$ cat config.mk
export PLATFORM = sky130hd
export DESIGN_NAME = csr_top
export DESIGN_NICKNAME = d
export VERILOG_FILES = /design/src/logic/csr_pkg.sv /design/src/logic/csr_bus_if.sv /design/src/logic/csr_top.sv /design/src/logic/csr_timer.sv /design/src/logic/csr_except.sv /design/src/logic/csr_axil_port.sv
export SDC_FILE = /design/constraint.sdc
export NUM_CORES = 1
export LEC_CHECK = 0
export BUFFER_PORTS_ARGS = -buffer_cell sky130_fd_sc_hd__buf_4
export CAP_MARGIN = 20
export CORE_UTILIZATION = 25
export CTS_CLUSTER_DIAMETER = 100
export DETAILED_ROUTE_END_ITERATION = 16
export GPL_ROUTABILITY_DRIVEN = 0
export HOLD_SLACK_MARGIN = 0.03
export SETUP_SLACK_MARGIN = 0.15
export SYNTH_ARGS = -nofsm -noshare
export SYNTH_HDL_FRONTEND = slang
export SYNTH_HIERARCHICAL = 1
export SYNTH_SLANG_ARGS = --single-unit
$ cat constraint.sdc
create_clock -name clk -period 3.8 [get_ports clk]
set_input_delay 1.14 -clock clk [delete_from_list [all_inputs] [get_ports clk]]
set_output_delay 1.14 -clock clk [all_outputs]
set_load 0.005 [all_outputs]
$ cat src/logic/csr_pkg.sv
package csr_pkg;

    typedef logic [31:0] csr_word_t;
    typedef logic [13:0] csr_num_t;
    typedef logic [15:0] axi_addr_t;
    typedef logic [5:0]  ecode_t;
    typedef logic [1:0]  plv_t;
    typedef logic [12:0] int_vec_t;

    // CSR numbers
    localparam csr_num_t CSR_CRMD   = 14'h0;
    localparam csr_num_t CSR_PRMD   = 14'h1;
    localparam csr_num_t CSR_ECFG   = 14'h4;
    localparam csr_num_t CSR_ESTAT  = 14'h5;
    localparam csr_num_t CSR_ERA    = 14'h6;
    localparam csr_num_t CSR_EENTRY = 14'hC;
    localparam csr_num_t CSR_TCFG   = 14'h41;
    localparam csr_num_t CSR_TVAL   = 14'h42;
    localparam csr_num_t CSR_TICLR  = 14'h44;

    // Field positions
    localparam int CRMD_PLV_LSB     = 0;
    localparam int CRMD_IE          = 2;
    localparam int CRMD_DA          = 3;
    localparam int PRMD_PPLV_LSB    = 0;
    localparam int PRMD_PIE         = 2;
    localparam int ESTAT_ECODE_LSB  = 16;
    localparam int INT_SOFT_LSB     = 0;
    localparam int INT_HW_LSB       = 2;
    localparam int INT_TIMER        = 11;
    localparam int TCFG_EN          = 0;
    localparam int TCFG_PERIODIC    = 1;
    localparam int TCFG_INITVAL_LSB = 2;

    // PLV, IE, DA, PG, DATF and DATM are writable
    localparam csr_word_t CRMD_WMASK    = 32'h0000_01FF;
    localparam csr_word_t CRMD_RESET    = 32'h1 << CRMD_DA;
    localparam csr_word_t EENTRY_MASK   = 32'hFFFF_FFC0;
    localparam int_vec_t  ECFG_LIE_MASK = 13'b1_1011_1111_1111;

endpackage
$ cat src/logic/csr_bus_if.sv
interface csr_bus_if;

    logic               wen;
    csr_pkg::csr_num_t  wnum;
    csr_pkg::csr_word_t wdata;
    csr_pkg::csr_num_t  rnum;
    csr_pkg::csr_word_t except_rdata;
    csr_pkg::csr_word_t timer_rdata;

    modport port (
        output wen, wnum, wdata, rnum,
        input  except_rdata, timer_rdata
    );

    modport except_side (
        input  wen, wnum, wdata, rnum,
        output except_rdata
    );

    modport timer_side (
        input  wen, wnum, wdata, rnum,
        output timer_rdata
    );

endinterface

$ cat src/logic/csr_top.sv
module csr_top #(
    parameter int TIMER_BITS = 32
) (
    input  logic               clk,
    input  logic               aresetn,

    input  logic               awvalid,
    output logic               awready,
    input  csr_pkg::axi_addr_t awaddr,
    input  logic               wvalid,
    output logic               wready,
    input  csr_pkg::csr_word_t wdata,
    input  logic [3:0]         wstrb,
    output logic               bvalid,
    input  logic               bready,
    output logic [1:0]         bresp,

    input  logic               arvalid,
    output logic               arready,
    input  csr_pkg::axi_addr_t araddr,
    output logic               rvalid,
    input  logic               rready,
    output csr_pkg::csr_word_t rdata,
    output logic [1:0]         rresp,

    input  logic               excp_valid,
    input  csr_pkg::ecode_t    excp_code,
    input  csr_pkg::csr_word_t excp_pc,
    input  logic               ertn,
    input  logic [7:0]         hw_int,

    output csr_pkg::plv_t      plv,
    output logic               ie,
    output csr_pkg::csr_word_t era,
    output csr_pkg::csr_word_t eentry,
    output logic               cpu_interrupt
);

    logic timer_pending;

    csr_bus_if bus ();

    csr_axil_port port_i (
        .clk, .aresetn,
        .awvalid, .awready, .awaddr, .wvalid, .wready, .wdata, .wstrb,
        .bvalid, .bready, .bresp,
        .arvalid, .arready, .araddr, .rvalid, .rready, .rdata, .rresp,
        .bus (bus.port)
    );

    csr_except except_i (
        .clk, .aresetn, .excp_valid, .excp_code, .excp_pc, .ertn, .hw_int,
        .timer_pending,
        .bus (bus.except_side),
        .plv, .ie, .era, .eentry, .cpu_interrupt
    );

    csr_timer #(.TIMER_BITS(TIMER_BITS)) timer_i (
        .clk, .aresetn,
        .bus (bus.timer_side),
        .timer_pending
    );

endmodule

$ cat src/logic/csr_timer.sv
module csr_timer #(
    parameter int TIMER_BITS = 32
) (
    input  logic          clk,
    input  logic          aresetn,
    csr_bus_if.timer_side bus,
    output logic          timer_pending
);

    csr_pkg::csr_word_t    tcfg_q;
    logic [TIMER_BITS-1:0] tval;
    logic [TIMER_BITS-1:0] wr_init;
    logic [TIMER_BITS-1:0] cfg_init;
    logic                  wr_tcfg;
    logic                  wr_ticlr;
    logic                  expire;

    assign wr_tcfg  = bus.wen && (bus.wnum == csr_pkg::CSR_TCFG);
    assign wr_ticlr = bus.wen && (bus.wnum == csr_pkg::CSR_TICLR);
    assign wr_init  = TIMER_BITS'(bus.wdata[31:csr_pkg::TCFG_INITVAL_LSB]);
    assign cfg_init = TIMER_BITS'(tcfg_q[31:csr_pkg::TCFG_INITVAL_LSB]);

    // Last count of a running timer
    assign expire = !wr_tcfg && tcfg_q[csr_pkg::TCFG_EN] && (tval == TIMER_BITS'(1));

    always_ff @(posedge clk) begin
        if (!aresetn) begin
            tcfg_q <= '0;
            tval   <= '0;
        end else if (wr_tcfg) begin
            tcfg_q <= bus.wdata;
            tval   <= wr_init;
        end else if (expire) begin
            tval <= tcfg_q[csr_pkg::TCFG_PERIODIC] ? cfg_init : '0;
        end else if (tcfg_q[csr_pkg::TCFG_EN] && tval != '0) begin
            tval <= tval - 1'b1;
        end
    end

    // Expiry beats a TICLR write in the same cycle
    always_ff @(posedge clk) begin
        if (!aresetn)
            timer_pending <= 1'b0;
        else if (expire)
            timer_pending <= 1'b1;
        else if (wr_ticlr)
            timer_pending <= 1'b0;
    end

    always_comb begin
        case (bus.rnum)
            csr_pkg::CSR_TCFG:  bus.timer_rdata = tcfg_q;
            csr_pkg::CSR_TVAL:  bus.timer_rdata = csr_pkg::csr_word_t'(tval);
            csr_pkg::CSR_TICLR: bus.timer_rdata = '0;
            default:            bus.timer_rdata = '0;
        endcase
    end

endmodule

$ cat src/logic/csr_except.sv
module csr_except (
    input  logic               clk,
    input  logic               aresetn,
    input  logic               excp_valid,
    input  csr_pkg::ecode_t    excp_code,
    input  csr_pkg::csr_word_t excp_pc,
    input  logic               ertn,
    input  logic [7:0]         hw_int,
    input  logic               timer_pending,
    csr_bus_if.except_side     bus,
    output csr_pkg::plv_t      plv,
    output logic               ie,
    output csr_pkg::csr_word_t era,
    output csr_pkg::csr_word_t eentry,
    output logic               cpu_interrupt
);

    logic               excp_q;
    logic               excp_take;
    csr_pkg::csr_word_t crmd;
    csr_pkg::plv_t      prmd_pplv;
    logic               prmd_pie;
    csr_pkg::int_vec_t  ecfg_lie;
    logic [1:0]         estat_is_soft;
    csr_pkg::ecode_t    estat_ecode;
    csr_pkg::int_vec_t  int_status;
    logic               wr_crmd, wr_prmd, wr_ecfg, wr_estat, wr_era, wr_eentry;

    // Rising edge of excp_valid, ertn wins
    always_ff @(posedge clk) begin
        if (!aresetn)
            excp_q <= 1'b0;
        else
            excp_q <= excp_valid;
    end

    assign excp_take = excp_valid && !excp_q && !ertn;

    assign wr_crmd   = bus.wen && (bus.wnum == csr_pkg::CSR_CRMD);
    assign wr_prmd   = bus.wen && (bus.wnum == csr_pkg::CSR_PRMD);
    assign wr_ecfg   = bus.wen && (bus.wnum == csr_pkg::CSR_ECFG);
    assign wr_estat  = bus.wen && (bus.wnum == csr_pkg::CSR_ESTAT);
    assign wr_era    = bus.wen && (bus.wnum == csr_pkg::CSR_ERA);
    assign wr_eentry = bus.wen && (bus.wnum == csr_pkg::CSR_EENTRY);

    always_ff @(posedge clk) begin
        if (!aresetn) begin
            crmd <= csr_pkg::CRMD_RESET;
        end else if (ertn) begin
            crmd[csr_pkg::CRMD_PLV_LSB +: 2] <= prmd_pplv;
            crmd[csr_pkg::CRMD_IE]           <= prmd_pie;
        end else if (excp_take) begin
            crmd[csr_pkg::CRMD_PLV_LSB +: 2] <= '0;
            crmd[csr_pkg::CRMD_IE]           <= 1'b0;
        end else if (wr_crmd) begin
            crmd <= bus.wdata & csr_pkg::CRMD_WMASK;
        end
    end

    always_ff @(posedge clk) begin
        if (!aresetn) begin
            prmd_pplv     <= '0;
            prmd_pie      <= 1'b0;
            estat_ecode   <= '0;
            estat_is_soft <= '0;
            era           <= '0;
        end else if (excp_take) begin
            prmd_pplv   <= crmd[csr_pkg::CRMD_PLV_LSB +: 2];
            prmd_pie    <= crmd[csr_pkg::CRMD_IE];
            estat_ecode <= excp_code;
            era         <= excp_pc;
        end else begin
            if (wr_prmd) begin
                prmd_pplv <= bus.wdata[csr_pkg::PRMD_PPLV_LSB +: 2];
                prmd_pie  <= bus.wdata[csr_pkg::PRMD_PIE];
            end
            // Only the software interrupt bits are writable
            if (wr_estat)
                estat_is_soft <= bus.wdata[csr_pkg::INT_SOFT_LSB +: 2];
            if (wr_era)
                era <= bus.wdata;
        end
    end

    always_ff @(posedge clk) begin
        if (!aresetn) begin
            ecfg_lie <= '0;
            eentry   <= '0;
        end else begin
            if (wr_ecfg)
                ecfg_lie <= bus.wdata[12:0] & csr_pkg::ECFG_LIE_MASK;
            if (wr_eentry)
                eentry <= bus.wdata & csr_pkg::EENTRY_MASK;
        end
    end

    always_comb begin
        int_status = '0;
        int_status[csr_pkg::INT_SOFT_LSB +: 2] = estat_is_soft;
        int_status[csr_pkg::INT_HW_LSB +: 8]   = hw_int;
        int_status[csr_pkg::INT_TIMER]         = timer_pending;
    end

    always_comb begin
        bus.except_rdata = '0;
        case (bus.rnum)
            csr_pkg::CSR_CRMD: bus.except_rdata = crmd;
            csr_pkg::CSR_PRMD: begin
                bus.except_rdata[csr_pkg::PRMD_PPLV_LSB +: 2] = prmd_pplv;
                bus.except_rdata[csr_pkg::PRMD_PIE]           = prmd_pie;
            end
            csr_pkg::CSR_ECFG: bus.except_rdata[12:0] = ecfg_lie;
            csr_pkg::CSR_ESTAT: begin
                bus.except_rdata[12:0]                          = int_status;
                bus.except_rdata[csr_pkg::ESTAT_ECODE_LSB +: 6] = estat_ecode;
            end
            csr_pkg::CSR_ERA:    bus.except_rdata = era;
            csr_pkg::CSR_EENTRY: bus.except_rdata = eentry;
            default:             bus.except_rdata = '0;
        endcase
    end

    assign plv           = crmd[csr_pkg::CRMD_PLV_LSB +: 2];
    assign ie            = crmd[csr_pkg::CRMD_IE];
    assign cpu_interrupt = ie && |(ecfg_lie & int_status);

endmodule

$ cat src/logic/csr_axil_port.sv
module csr_axil_port (
    input  logic               clk,
    input  logic               aresetn,

    input  logic               awvalid,
    output logic               awready,
    input  csr_pkg::axi_addr_t awaddr,
    input  logic               wvalid,
    output logic               wready,
    input  csr_pkg::csr_word_t wdata,
    input  logic [3:0]         wstrb,
    output logic               bvalid,
    input  logic               bready,
    output logic [1:0]         bresp,

    input  logic               arvalid,
    output logic               arready,
    input  csr_pkg::axi_addr_t araddr,
    output logic               rvalid,
    input  logic               rready,
    output csr_pkg::csr_word_t rdata,
    output logic [1:0]         rresp,

    csr_bus_if.port            bus
);

    typedef enum logic {W_IDLE, W_RESP} wr_state_t;
    typedef enum logic {R_IDLE, R_RESP} rd_state_t;

    wr_state_t w_state;
    rd_state_t r_state;
    logic      w_accept;
    logic      r_accept;

    assign awready  = (w_state == W_IDLE);
    assign wready   = (w_state == W_IDLE);
    assign arready  = (r_state == R_IDLE);
    assign w_accept = awvalid && wvalid && awready && wready;
    assign r_accept = arvalid && arready;

    // Byte strobes ignored, writes are always full words
    assign bus.wen   = w_accept;
    assign bus.wnum  = awaddr[15:2];
    assign bus.wdata = wdata;
    assign bus.rnum  = araddr[15:2];

    always_ff @(posedge clk) begin
        if (!aresetn) begin
            w_state <= W_IDLE;
        end else if (w_state == W_IDLE) begin
            if (w_accept)
                w_state <= W_RESP;
        end else if (bready) begin
            w_state <= W_IDLE;
        end
    end

    always_ff @(posedge clk) begin
        if (!aresetn) begin
            r_state <= R_IDLE;
        end else if (r_state == R_IDLE) begin
            if (r_accept)
                r_state <= R_RESP;
        end else if (rready) begin
            r_state <= R_IDLE;
        end
    end

    // Held until rready
    always_ff @(posedge clk) begin
        if (r_accept)
            rdata <= bus.except_rdata | bus.timer_rdata;
    end

    assign bvalid = (w_state == W_RESP);
    assign rvalid = (r_state == R_RESP);
    assign bresp  = 2'b00;
    assign rresp  = 2'b00;

endmodule

Word-level counts from Yosys, hierarchy flattened
Cells that the tools add are included.
- bits in registers: 190
- input port bits: 123
- output and inout bits: 109
- logic and storage cells: 101
- add/sub/neg operators: 1
- equality and inequality tests: 15
- multiplexer cells: 27
- bitwise operators: 7
- reduce and logical (&&, ||, !) cells: 34
- operators with widths (kind ; number):
    $mux W32 ; 4
    $eq A14 B3 Y1 const B ; 6
    $pmux W32 S2 ; 1
    $mux W30 ; 2
    $eq A14 B7 Y1 const B ; 4
    $pmux W10 S5 ; 1
    $eq A32 B1 Y1 const B ; 1
    $or A32 B32 Y32 ; 1
    $reduce_bool A32 Y1 ; 1
    $sub A32 B1 Y32 const B ; 1
    $eq A14 B1 Y1 const B ; 2
    $eq A14 B4 Y1 const B ; 2
    $logic_not A14 Y1 ; 2
    $pmux W10 S2 ; 1
    $logic_and A1 B1 Y1 ; 18
    $pmux W6 S3 ; 1
    $pmux W3 S5 ; 1
    $and A13 B12 Y13 ; 1
    $reduce_or A13 Y1 ; 1
    $mux W1 ; 10
    $mux W3 ; 3
    $reduce_bool A2 Y1 ; 4
    $pmux W3 S2 ; 1
    $reduce_bool A3 Y1 ; 2
    other kinds (6) ; 13

Longest topological paths before layout
Gate-level depths: netlist of the first run.
- depth in word-level cells: 9
- gate-level depth with buffers: 10
- depth with buffers taken out: 8

By module
Netlist of the first run, hierarchy kept.
- by module, submodules not included (module ; times used ; cells an instance ; area each (um^2) ; seq. area each (um^2)):
    csr_except ; 1 ; 569 ; 4853.4 ; 1821.7
    csr_timer ; 1 ; 497 ; 3950.0 ; 1301.2
    csr_axil_port ; 1 ; 140 ; 1745.4 ; 1001.0

Worst setup path before layout of the first run
No wires, ideal clock.
- path type: input port to flip-flop
- start point: input arvalid
- end point: register port_i.rdata[0], enable pin
- setup time: 425 ps
- data arrival time: 2588 ps
- required time: 3375 ps
- slack: 788 ps
- stages on the path: 1
- buffers on the path: 0
- cells stage by stage: nor2b_1
- word-level cells in the longest chain between the ends: 1
- ends and longest elaborated chain (what ; line ; source):
    start: declaration ; csr_top.sv:18 ; input logic arvalid,
    $logic_and A1 B1 Y1 ; csr_axil_port.sv:39 ; assign r_accept = arvalid && arready;
    end signal: assignment ; csr_axil_port.sv:72 ; rdata <= bus.except_rdata | bus.timer_rdata;
    end: declaration ; csr_axil_port.sv:21 ; output csr_pkg::csr_word_t rdata,
No other way between the ends.
A chain may end at the register's enable or synchronous reset.

Worst setup path in the final report of the first run
- start point: input hw_int[3]
- end point: output cpu_interrupt
- word-level cells in the longest chain between the ends: 3
- ends and longest elaborated chain (what ; line ; source):
    start: declaration ; csr_top.sv:30 ; input logic [7:0] hw_int,
    $and A13 B12 Y13 ; csr_except.sv:125 ; assign cpu_interrupt = ie && |(ecfg_lie & int_status);
    $reduce_or A13 Y1 ; csr_except.sv:125 ;
    $logic_and A1 B1 Y1 ; csr_except.sv:125 ;
    end: declaration ; csr_top.sv:36 ; output logic cpu_interrupt
No other way between the ends.

==> summary.txt, run 1 <==
Outcome -> finished, final reports clean
Initial Utilization -> 25.60%
Setup violators final -> 0
Die area -> 0.04302 mm^2
Nets@finish -> 1443
Core area -> 0.04120 mm^2
Max H-tree Level -> 4
Hold Crit Class -> flip-flop to flip-flop
Synth warn -> 6
DRT iter0 DRCs -> 767
# Post-CTS Setup Buffers -> 0
Synth Area in Compound Gates -> 19.11%
Placed wire-length estimate -> 26.48 mm
FF-to-FF path depth -> 8
Fillers -> 4283
Xor and xnor area share after synthesis -> 0.6642%
Tmin final -> 3.206 ns
Post-layout power -> 4.504 mW
Fin area -> 0.01283 mm^2
Post-route core utilization -> 31.14%
Post-synthesis register bit count -> 190
Crit-path max cell delay -> 0.25 ns
Clk buf depth -> 2
TritonRoute pass-1 iters -> 5
Relative slew slack -> 51.65%
Synth Area in Adders -> 0.2372%
# IOs -> 232
Final WS setup -> 0.5938 ns
Row cnt -> 74
# DRC -> 0
Die span in y -> 207.4 um
Main combinational cell family by area after synthesis -> simple AND/OR/NAND/NOR gates
Maximum fanout along the worst path -> 2
Post-synth cell types -> 86
Mapped Cells -> 1206
Layout Cells excl Fill -> 1863
Clock buffer count from CTS -> 17
CTS Hold Bufs -> 0
Routed len/inst -> 19.47 um
Largest cells by area after synthesis -> dfxtp_1 30%, edfxtp_1 9.1%, nand2_1 6.5%
Synth Flop Type -> dfxtp_1
RSZ-0062 raised after global routing -> no
Initial antenna violation count -> 0
Root buf cell -> clkbuf_16
Diodes inserted -> 0
Syn_area_per_cell -> 8.747 um^2
CP startpoint -> hw_int[3]
Sequential fraction of the synthesis area -> 39.09%
RR Endpoint -> timer_i/tval[16]
Die Width -> 207.4 um
Post-Place Cells -> 1831
Actual slew at the worst max-slew pin -> 0.7210 ns
Worst Setup Start Kind -> input port
Setup TNS -> 0 ns
Layout cells sized above 1 -> 26.67%
Port Buffers -> 213
Most instantiated library cell after synthesis -> nand2_1
Ys async rst share -> 0%
Max Slew Vio Count -> 0
PostCTS Resize Cnt -> 0
Clock latency on the worst-skew pair -> 0.46 ns
Reg-to-Reg Start -> timer_i/tval[1]
DR vias/cell -> 5.134
Final period util -> 84.37%
Antenna Nets Post-Route -> 0
Worst setup path endpoint -> cpu_interrupt
Largest net degree at the start of global routing -> 71
Crit Path Class -> input port to output pin
Max IR drop VDD -> 0.3268 mV
Tot GR Track Use -> 16.51%
CTS tree -> done
Clock Skews -> 0.01078 ns
Grt total ovfl -> 0
F_max -> 311.9 MHz
Post-synth EDFFs -> 32
Worst Hold Margin -> 0.4603 ns
WL final -> 36.27 mm
Slowest cell on the critical path -> a22o_1
Placed Area -> 0.01221 mm^2
CP cell instances -> buf_4 > a22o_1 > a221oi_1 > a31oi_1 > buf_4
Clock-pin slew on the worst setup and hold paths -> 0.07 ns
Global-route wire length before repair -> 54.99 mm
Critical Path RT -> 2.66 ns
Max-cap violations -> 0
P_leak -> 5.084 nW
Vias in the first global route -> 9019
Vias post-DR -> 9565
Post-Place Worst Slack -> 0.3866 ns
Final Hold Viols -> 0
R2R setup slack -> 0.94 ns
CTS sink count -> 190
Setup crit end kind -> output pin
CP arrival -> 2.07 ns
CP most frequent cell -> buf_4
PwrDens -> 351.0 mW/mm^2
Synth Area in Simple Gates -> 25.75%
Area Overhead vs Synth -> 21.65%
Synth top cells by count -> 182 x nand2_1, 158 x dfxtp_1, 77 x nor3_1
Post-synthesis cell area -> 0.01055 mm^2
Multiplexer share of the synthesized area -> 5.420%
Post-synth top area share -> 29.98%
Post-synth top area cell -> dfxtp_1
[cell usage in the layout, fill, tap and decap left out, types with 6 or more instances in the layout]
cell type,n
a221oi_1,7
mux2i_1,56
clkbuf_16,17
nand2_1,182
nor3_1,77
xor2_1,6
buf_4,239
inv_1,13
nor2_1,34
a211oi_1,9
or2_2,34
o21ai_0,60
a21oi_1,58
nor3b_1,37
nor4_1,8
a31oi_1,10
o22ai_1,6
nand4_1,11
conb_1,10
a21boi_0,8
or3_1,6
nor2b_1,18
nand3_1,18
edfxtp_1,32
dfxtp_1,158
nor3_2,6
a22o_1,55
a222oi_1,8
[layout make-up]
cell class / instances / area (um^2) / area share [%]
multi-input combinational: 851 / 5472 / 42.64
timing repair buffer: 244 / 1894 / 14.76
clock buffer: 17 / 425.4 / 3.315
inverter: 14 / 52.55 / 0.4095
sequential: 190 / 4124 / 32.14
clock inverter: 15 / 198.9 / 1.550
tap: 532 / 665.6 / 5.187
[logic make-up (layout without fill, tap and decap cells)]
logic type / Yosys count / count (layout)
xor gates and xnor gates: 8 / 8
adders and majority gates: 2 / 2
other: 2 / 10
DFF: 190 / 190
muxes: 57 / 57
and+or+nand+nor: 493 / 493
buffers and inverters: 173 / 290
AOI/OAI and AO/OA: 281 / 281
[per-layer routing]
metal	wire (um)	global-route usage [%]	vias up
met1	16660	22.32	4611
li1	-	-	4573
met5	0	0	-
met3	2144	2.950	26
met4	502	4.323	0
met2	16960	26.94	355
[power by group]
group          internal [mW]  total, mW  switching, mW
registers               2.09       2.13         0.0373
logic                  0.197      0.416          0.220
clock network           1.06       1.96          0.897
[worst min path at each step]
| stage | startpoint | endpoint | slack [ns] | cells past startpoint |
|---|---|---|---|---|
| global placement | except_i/crmd[5] | except_i/crmd[5] | 0.44 | 2 |
| CTS | except_i/crmd[8] | except_i/crmd[8] | 0.47 | 2 |
| floorplan | except_i/crmd[6] | except_i/crmd[6] | 0.43 | 2 |
| global route | except_i/crmd[6] | except_i/crmd[6] | 0.48 | 2 |
| detailed placement | except_i/crmd[8] | except_i/crmd[8] | 0.46 | 2 |
| finish | except_i/crmd[8] | except_i/crmd[8] | 0.46 | 2 |
[worst max-delay path: cells and delay by family]
family	cells	cell delay, ns
compound gates	3	0.64
buf+inv	2	0.28
[state kept, by name, summed over array words and instances (netlist names)]
register / cells
timer_i/tval: 32
except_i/prmd_pplv: 2
except_i/prmd_pie: 1
timer_i/tcfg_q: 32
timer_i/timer_pending: 1
except_i/estat_ecode: 6
except_i/era: 32
port_i/rvalid: 1
except_i/ecfg_lie: 12
port_i/rdata: 32
except_i/excp_q: 1
except_i/crmd: 9
except_i/eentry: 26
port_i/bvalid: 1
except_i/estat_is_soft: 2
(Power assumes the default switching activity.)
==> run 2, diff against run 1 <==
--- a/config.mk
+++ b/config.mk
@@ -5,6 +5,7 @@
 export SDC_FILE = /design/constraint.sdc
 export NUM_CORES = 1
 export LEC_CHECK = 0
+export ABC_AREA = 1
 export BUFFER_PORTS_ARGS = -buffer_cell sky130_fd_sc_hd__buf_4
 export CAP_MARGIN = 20
 export CORE_UTILIZATION = 25
==> constraint.sdc (replaced) <==
create_clock -name clk -period 3.3 [get_ports clk]
set_input_delay 0.99 -clock clk [delete_from_list [all_inputs] [get_ports clk]]
set_output_delay 0.99 -clock clk [all_outputs]
set_load 0.005 [all_outputs]
==> summary.txt, run 2 <==
PwrDens -> 364.4 mW/mm^2 (+3.8%)
WL final -> 42.62 mm (+17%)
Global-route wire length before repair -> 63.20 mm (+15%)
Post-layout power -> 5.020 mW (+11%)
Actual slew at the worst max-slew pin -> 0.9433 ns (+0.2223 ns)
Critical Path RT -> 2.31 ns (-0.35 ns)
RSZ-0062 raised after global routing -> no
CTS Hold Bufs -> 0 (unchanged)
Switching part of the total -> 25.65% (+0.035 points)
Root buf cell -> clkbuf_16
Post-synth EDFFs -> 32 (unchanged)
Reg-to-Reg Start -> timer_i/tval[1]
# DRC -> 0 (unchanged)
F_max -> 361.7 MHz
Port Buffers -> 213 (unchanged)
NetSw -> 1.288 mW (+12%)
FF-to-FF path depth -> 11 (+3)
Clk buf depth -> 2 (unchanged)
Comb power frac -> 9.5% (+0.3 points)
Setup crit end kind -> output pin
Synth Flop Type -> dfxtp_1
Die area -> 0.04688 mm^2 (+9.0%)
Sequential fraction of the synthesis area -> 35.85% (-3.2 points)
CTS sink count -> 190 (unchanged)
Largest net degree at the start of global routing -> 51 (-28%)
Clock-pin slew on the worst setup and hold paths -> 0.08 ns (about the same)
Post-synthesis cell area -> 0.01150 mm^2 (+9.1%)
CP startpoint -> hw_int[1]
Synth top cells by count -> 383 x nand2_1, 275 x nor2_1, 180 x inv_1
Die Width -> 216.5 um (+4.4%)
Initial antenna violation count -> 3 (+3)
R2R setup slack -> 0.99 ns (+0.05 ns)
Maximum fanout along the worst path -> 2 (unchanged)
P_int -> 3.732 mW (+11%)
Worst setup path endpoint -> cpu_interrupt
CTS tree -> done
Post-synth top area share -> 27.49% (-2.5 points)
Syn_area_per_cell -> 6.752 um^2 (-23%)
Nets@finish -> 1950 (+35%)
Max H-tree Level -> 4 (unchanged)
Max-cap violations -> 0 (unchanged)
Antenna Nets Post-Route -> 0 (unchanged)
Row cnt -> 78 (+5.4%)
Fin area -> 0.01378 mm^2 (+7.4%)
PostCTS Resize Cnt -> 0 (unchanged)
Worst Setup Start Kind -> input port
Clock power frac -> 42.0% (-1.5 points)
Initial Utilization -> 25.35% (-0.25 points)
Outcome -> finished, final reports clean
Post-synthesis register bit count -> 190 (unchanged)
Hold Crit Class -> flip-flop to flip-flop
Clock Skews -> 0.01648 ns (+0.005700 ns)
Post-synth cell types -> 43 (-50%)
Final period util -> 83.78%
# Post-CTS Setup Buffers -> 0 (unchanged)
Clock latency on the worst-skew pair -> 0.45 ns (about the same)
Clock buffer count from CTS -> 17 (unchanged)
Setup TNS -> 0 ns (unchanged)
Vias post-DR -> 11590 (+21%)
CP arrival -> 1.77 ns (-0.30 ns)
Seq pwr share -> 48.6% (+1.3 points)
Post-route core utilization -> 30.36% (-0.79 points)
Most frequent cells in the layout -> 383 x nand2_1, 275 x nor2_1, 241 x buf_4
Die span in y -> 216.5 um (+4.4%)
Tmin final -> 2.765 ns
Max IR drop VDD -> 0.2678 mV (-18%)
Most common cell after layout, fill and taps aside -> nand2_1
Grt total ovfl -> 0 (unchanged)
RR Endpoint -> timer_i/tval[15]
Largest cells by area after synthesis -> dfxtp_1 27%, nand2_1 12%, nor2_1 9.0%
TritonRoute pass-1 iters -> 5 (unchanged)
DRT iter0 DRCs -> 948 (+24%)
Setup violators final -> 0 (unchanged)
DR vias/cell -> 4.749 (-7.5%)
Placed wire-length estimate -> 32.23 mm (+22%)
Most instantiated library cell after synthesis -> nand2_1
Final Hold Viols -> 0 (unchanged)
Routed len/inst -> 17.47 um (-10%)
Core area -> 0.04538 mm^2 (+10%)
Synth warn -> 6 (unchanged)
Layout cells sized above 1 -> 19.64% (-7.0 points)
Relative slew slack -> 37.02% (-15 points)
Tot GR Track Use -> 17.68% (+1.2 points)
P_leak -> 6.153 nW (+21%)
Mapped Cells -> 1704 (+41%)
# IOs -> 232 (unchanged)
Vias in the first global route -> 10700 (+19%)
Post-synth top area cell -> dfxtp_1
Max Slew Vio Count -> 0 (unchanged)
Area Overhead vs Synth -> 19.74%
Ys async rst share -> 0% (unchanged)
Placed Area -> 0.01318 mm^2 (+7.9%)
Crit Path Class -> input port to output pin
[run 2: cell types whose count changed in the layout (fill, tap and decap cells not counted), moves of 20 or more]
cell and change:
nor2_1 +241, nand2_1 +201, inv_1 +167, nand3_1 +100
nor3_1 -71, mux2i_1 -56, a22o_1 -55, o22ai_1 +41
nor3b_1 -37, or2_2 -34, nand4_1 +32, or2_1 +32
nor2_2 +20
[run 2: worst min path at each step]
stage / startpoint / endpoint / slack, ns / cells after the start
after global routing: except_i/crmd[3] / except_i/crmd[3] / 0.49 / 2
after global placement: except_i/crmd[3] / except_i/crmd[3] / 0.44 / 2
final: except_i/crmd[8] / except_i/crmd[8] / 0.47 / 2
after CTS: except_i/estat_ecode[2] / except_i/estat_ecode[2] / 0.47 / 2
after detailed placement: except_i/crmd[3] / except_i/crmd[3] / 0.45 / 2
after floorplan: except_i/crmd[3] / except_i/crmd[3] / 0.43 / 2
[run 2: kinds of logic after synthesis]
family          after synthesis  synth area share (%)
xor+xnor                     15                 1.142
buf+inv                     340                 14.55
flops                       190                 35.85
other cells                   2               0.06528
compound gates              223                 11.34
fa+ha+maj                     2                0.2175
simple gates                932                 36.84
[run 2: area by class of cell]
class | instances | area [um^2]
Multi-Input combinational cell | 1182 | 5737
Tap cell | 600 | 750.7
Fill cell | 4990 | 31610
Clock buffer | 22 | 508.0
Clock inverter | 10 | 85.08
Sequential cell | 190 | 4124
Timing Repair Buffer | 243 | 1849
Antenna cell | 2 | 5.005
Inverter | 191 | 716.9
[run 2: critical path, stage by stage]
cell	delay, ns
buf_4	0.13
nand2_1	0.06
nand4_1	0.12
o31ai_1	0.27
inv_1	0.07
buf_4	0.14
[run 2: power groups by stage]
stage	Sequential (mW)	Clock, mW	Combinational [mW]
global placement	2.49	0	0.470
detailed placement	2.49	0	0.475
global route	2.44	2.23	0.515
floorplan	2.48	0	0.263
CTS	2.44	2.14	0.476
finish	2.44	2.11	0.475
[run 2: routing by layer]
layer  global-route usage (%)  vias to the layer above  share of wire, %  wire [um]
met5                        0                        -             0.035         15
met4                    7.371                        2               3.3       1426
met3                    3.537                       98               7.6       3255
met2                    30.42                      474                49      20710
met1                    21.34                     5403                40      17210
li1                         -                     5610                 -          -
[run 2: through the flow]
step	std cells	hold slack, ns	setup WS [ns]
2_1_floorplan	1712	0.4297	0.9056
3_3_place_gp	2405	0.4447	-0.09667
3_5_place_dp	2406	0.4523	0.2125
4_1_cts	2438	0.4673	0.5512
5_1_grt	2439	0.4857	0.5052
6_report	2440	0.4672	0.5354
==> run 3, diff against run 2 <==
==> constraint.sdc (replaced) <==
create_clock -name clk -period 2.85 [get_ports clk]
set_input_delay 0.855 -clock clk [delete_from_list [all_inputs] [get_ports clk]]
set_output_delay 0.855 -clock clk [all_outputs]
set_load 0.005 [all_outputs]
==> summary.txt, run 3 (synthesis gave the netlist of run 2 again) <==
Layout cells sized above 1 -> 19.97% (+0.33 points)
Max-cap violations -> 0 (unchanged)
Setup crit end kind -> output pin
FF-to-FF path depth -> 9 (-2)
Die area -> 0.04688 mm^2 (unchanged)
Global-route wire length before repair -> 65.04 mm (+2.9%)
Crit Path Class -> input port to output pin
Critical Path RT -> 2.00 ns (-0.31 ns)
CTS sink count -> 190 (unchanged)
Clock Skews -> 0.01677 ns (+0.0002898 ns)
Outcome -> finished, final reports clean
Vias post-DR -> 11810 (+1.9%)
Setup TNS -> 0 ns (unchanged)
Most frequent cells in the layout -> 383 x nand2_1, 275 x nor2_1, 240 x buf_4
Grt total ovfl -> 0 (unchanged)
Family with the most delay on the worst path -> buffers and inverters
Port Buffers -> 213 (unchanged)
Cell count along the critical path -> 6 (unchanged)
Vias in the first global route -> 11100 (+3.8%)
Initial Utilization -> 25.35% (unchanged)
Root buf cell -> clkbuf_16
Tmin final -> 2.560 ns
DR vias/cell -> 4.834 (+1.8%)
Setup violators final -> 0 (unchanged)
CP most frequent cell -> buf_4
Placed wire-length estimate -> 32.36 mm (+0.39%)
Clock latency on the worst-skew pair -> 0.47 ns (+0.02 ns)
Antenna Nets Post-Route -> 0 (unchanged)
Hold path cells -> 2 (unchanged)
PostCTS Resize Cnt -> 0 (unchanged)
TritonRoute pass-1 iters -> 8 (+3)
Worst Hold Margin -> 0.4716 ns (+0.004400 ns)
Most common cell after layout, fill and taps aside -> nand2_1
# DRC -> 0 (unchanged)
Actual slew at the worst max-slew pin -> 0.9700 ns (+0.02676 ns)
Hold Crit Class -> flip-flop to flip-flop
Clock buffer count from CTS -> 17 (unchanged)
Crit-path max cell delay -> 0.31 ns (+0.04 ns)
Post-route core utilization -> 30.52% (+0.17 points)
CP arrival -> 1.70 ns (-0.07 ns)
PwrDens -> 414.7 mW/mm^2 (+14%)
Max IR drop VDD -> 0.2678 mV (unchanged)
Die Width -> 216.5 um (unchanged)
Die span in y -> 216.5 um (unchanged)
# IOs -> 232 (unchanged)
WP buf/inv -> 3 (unchanged)
Slowest cell on the critical path -> o31ai_1
Tot GR Track Use -> 18.14% (+0.46 points)
P_leak -> 6.195 nW (+0.69%)
CP cell instances -> buf_4 > nand2_1 > nand4_1 > o31ai_1 > inv_1 > buf_4
# Post-CTS Setup Buffers -> 0 (unchanged)
Core area -> 0.04538 mm^2 (unchanged)
CTS tree -> done
CTS Hold Bufs -> 0 (unchanged)
Final period util -> 89.81%
Largest net degree at the start of global routing -> 81 (+59%)
Diodes inserted -> 0 (-2)
Initial antenna violation count -> 1 (-2)
Relative slew slack -> 35.09% (-1.9 points)
Max H-tree Level -> 4 (unchanged)
Routed len/inst -> 17.70 um (+1.3%)
Maximum fanout along the worst path -> 2 (unchanged)
Worst Setup Start Kind -> input port
Clock-pin slew on the worst setup and hold paths -> 0.07 ns (about the same)
Clk buf depth -> 2 (unchanged)
Area Overhead vs Synth -> 20.40%
Nets@finish -> 1955 (+0.26%)
WL final -> 43.24 mm (+1.4%)
Max Slew Vio Count -> 0 (unchanged)
Row cnt -> 78 (unchanged)
Final Hold Viols -> 0 (unchanged)
RSZ-0062 raised after global routing -> no
F_max -> 390.7 MHz
DRT iter0 DRCs -> 976 (+3.0%)
## run 3: area by class of cell
cell class / count / area, um^2
clock buffer: 18 / 439.2
clock inverter: 14 / 122.6
fill: 4960 / 31530
inverter: 191 / 716.9
multi-input combinational: 1182 / 5737
sequential: 190 / 4124
tap: 600 / 750.7
timing repair buffer: 248 / 1962
## run 3: report_power, final
| part | switching [mW] | internal (mW) | total [mW] |
|---|---|---|---|
| clock | 1.19 | 1.17 | 2.36 |
| sequential | 0.0392 | 2.78 | 2.82 |
| combinational | 0.322 | 0.242 | 0.564 |
## run 3: layer usage
metal | global-route usage [%] | share of wire (%) | wire length (um)
met5 | 0 | 0.025 | 11
met4 | 7.371 | 3.4 | 1455
met3 | 2.470 | 6.4 | 2783
met2 | 31.00 | 49 | 21040
met1 | 22.85 | 42 | 17950
## run 3: final timing paths
check | startpoint | to | slack (ns)
worst min register to register | except_i/estat_ecode[5] | except_i/estat_ecode[5] | 0.47
worst min-delay path | except_i/estat_ecode[5] | except_i/estat_ecode[5] | 0.47
worst max-delay path | hw_int[1] | cpu_interrupt | 0.29
worst max register to register | timer_i/tval[1] | timer_i/tval[9] | 0.38
## run 3: metrics by stage
step | instance area, um^2 | std cells | power [mW] | worst slack [ns]
2_1_floorplan | 11530 | 1712 | 3.178 | 0.5906
3_3_place_gp | 13290 | 2411 | 3.436 | 0.1479
3_5_place_dp | 13290 | 2411 | 3.444 | 0.1255
4_1_cts | 13850 | 2443 | 5.783 | 0.3009
5_1_grt | 13850 | 2443 | 5.924 | 0.2390
6_report | 13850 | 2443 | 5.745 | 0.2905
## run 3: worst reg2reg max path: stages (launching register included)
cell     delay, ns
dfxtp_1       0.31
inv_1         0.15
ha_1          0.22
nand2_1       0.15
nor2_2        0.22
nand3_2       0.21
o21ai_4       0.49
nand2_4       0.31
o21ai_1       0.23
nor2_1        0.07
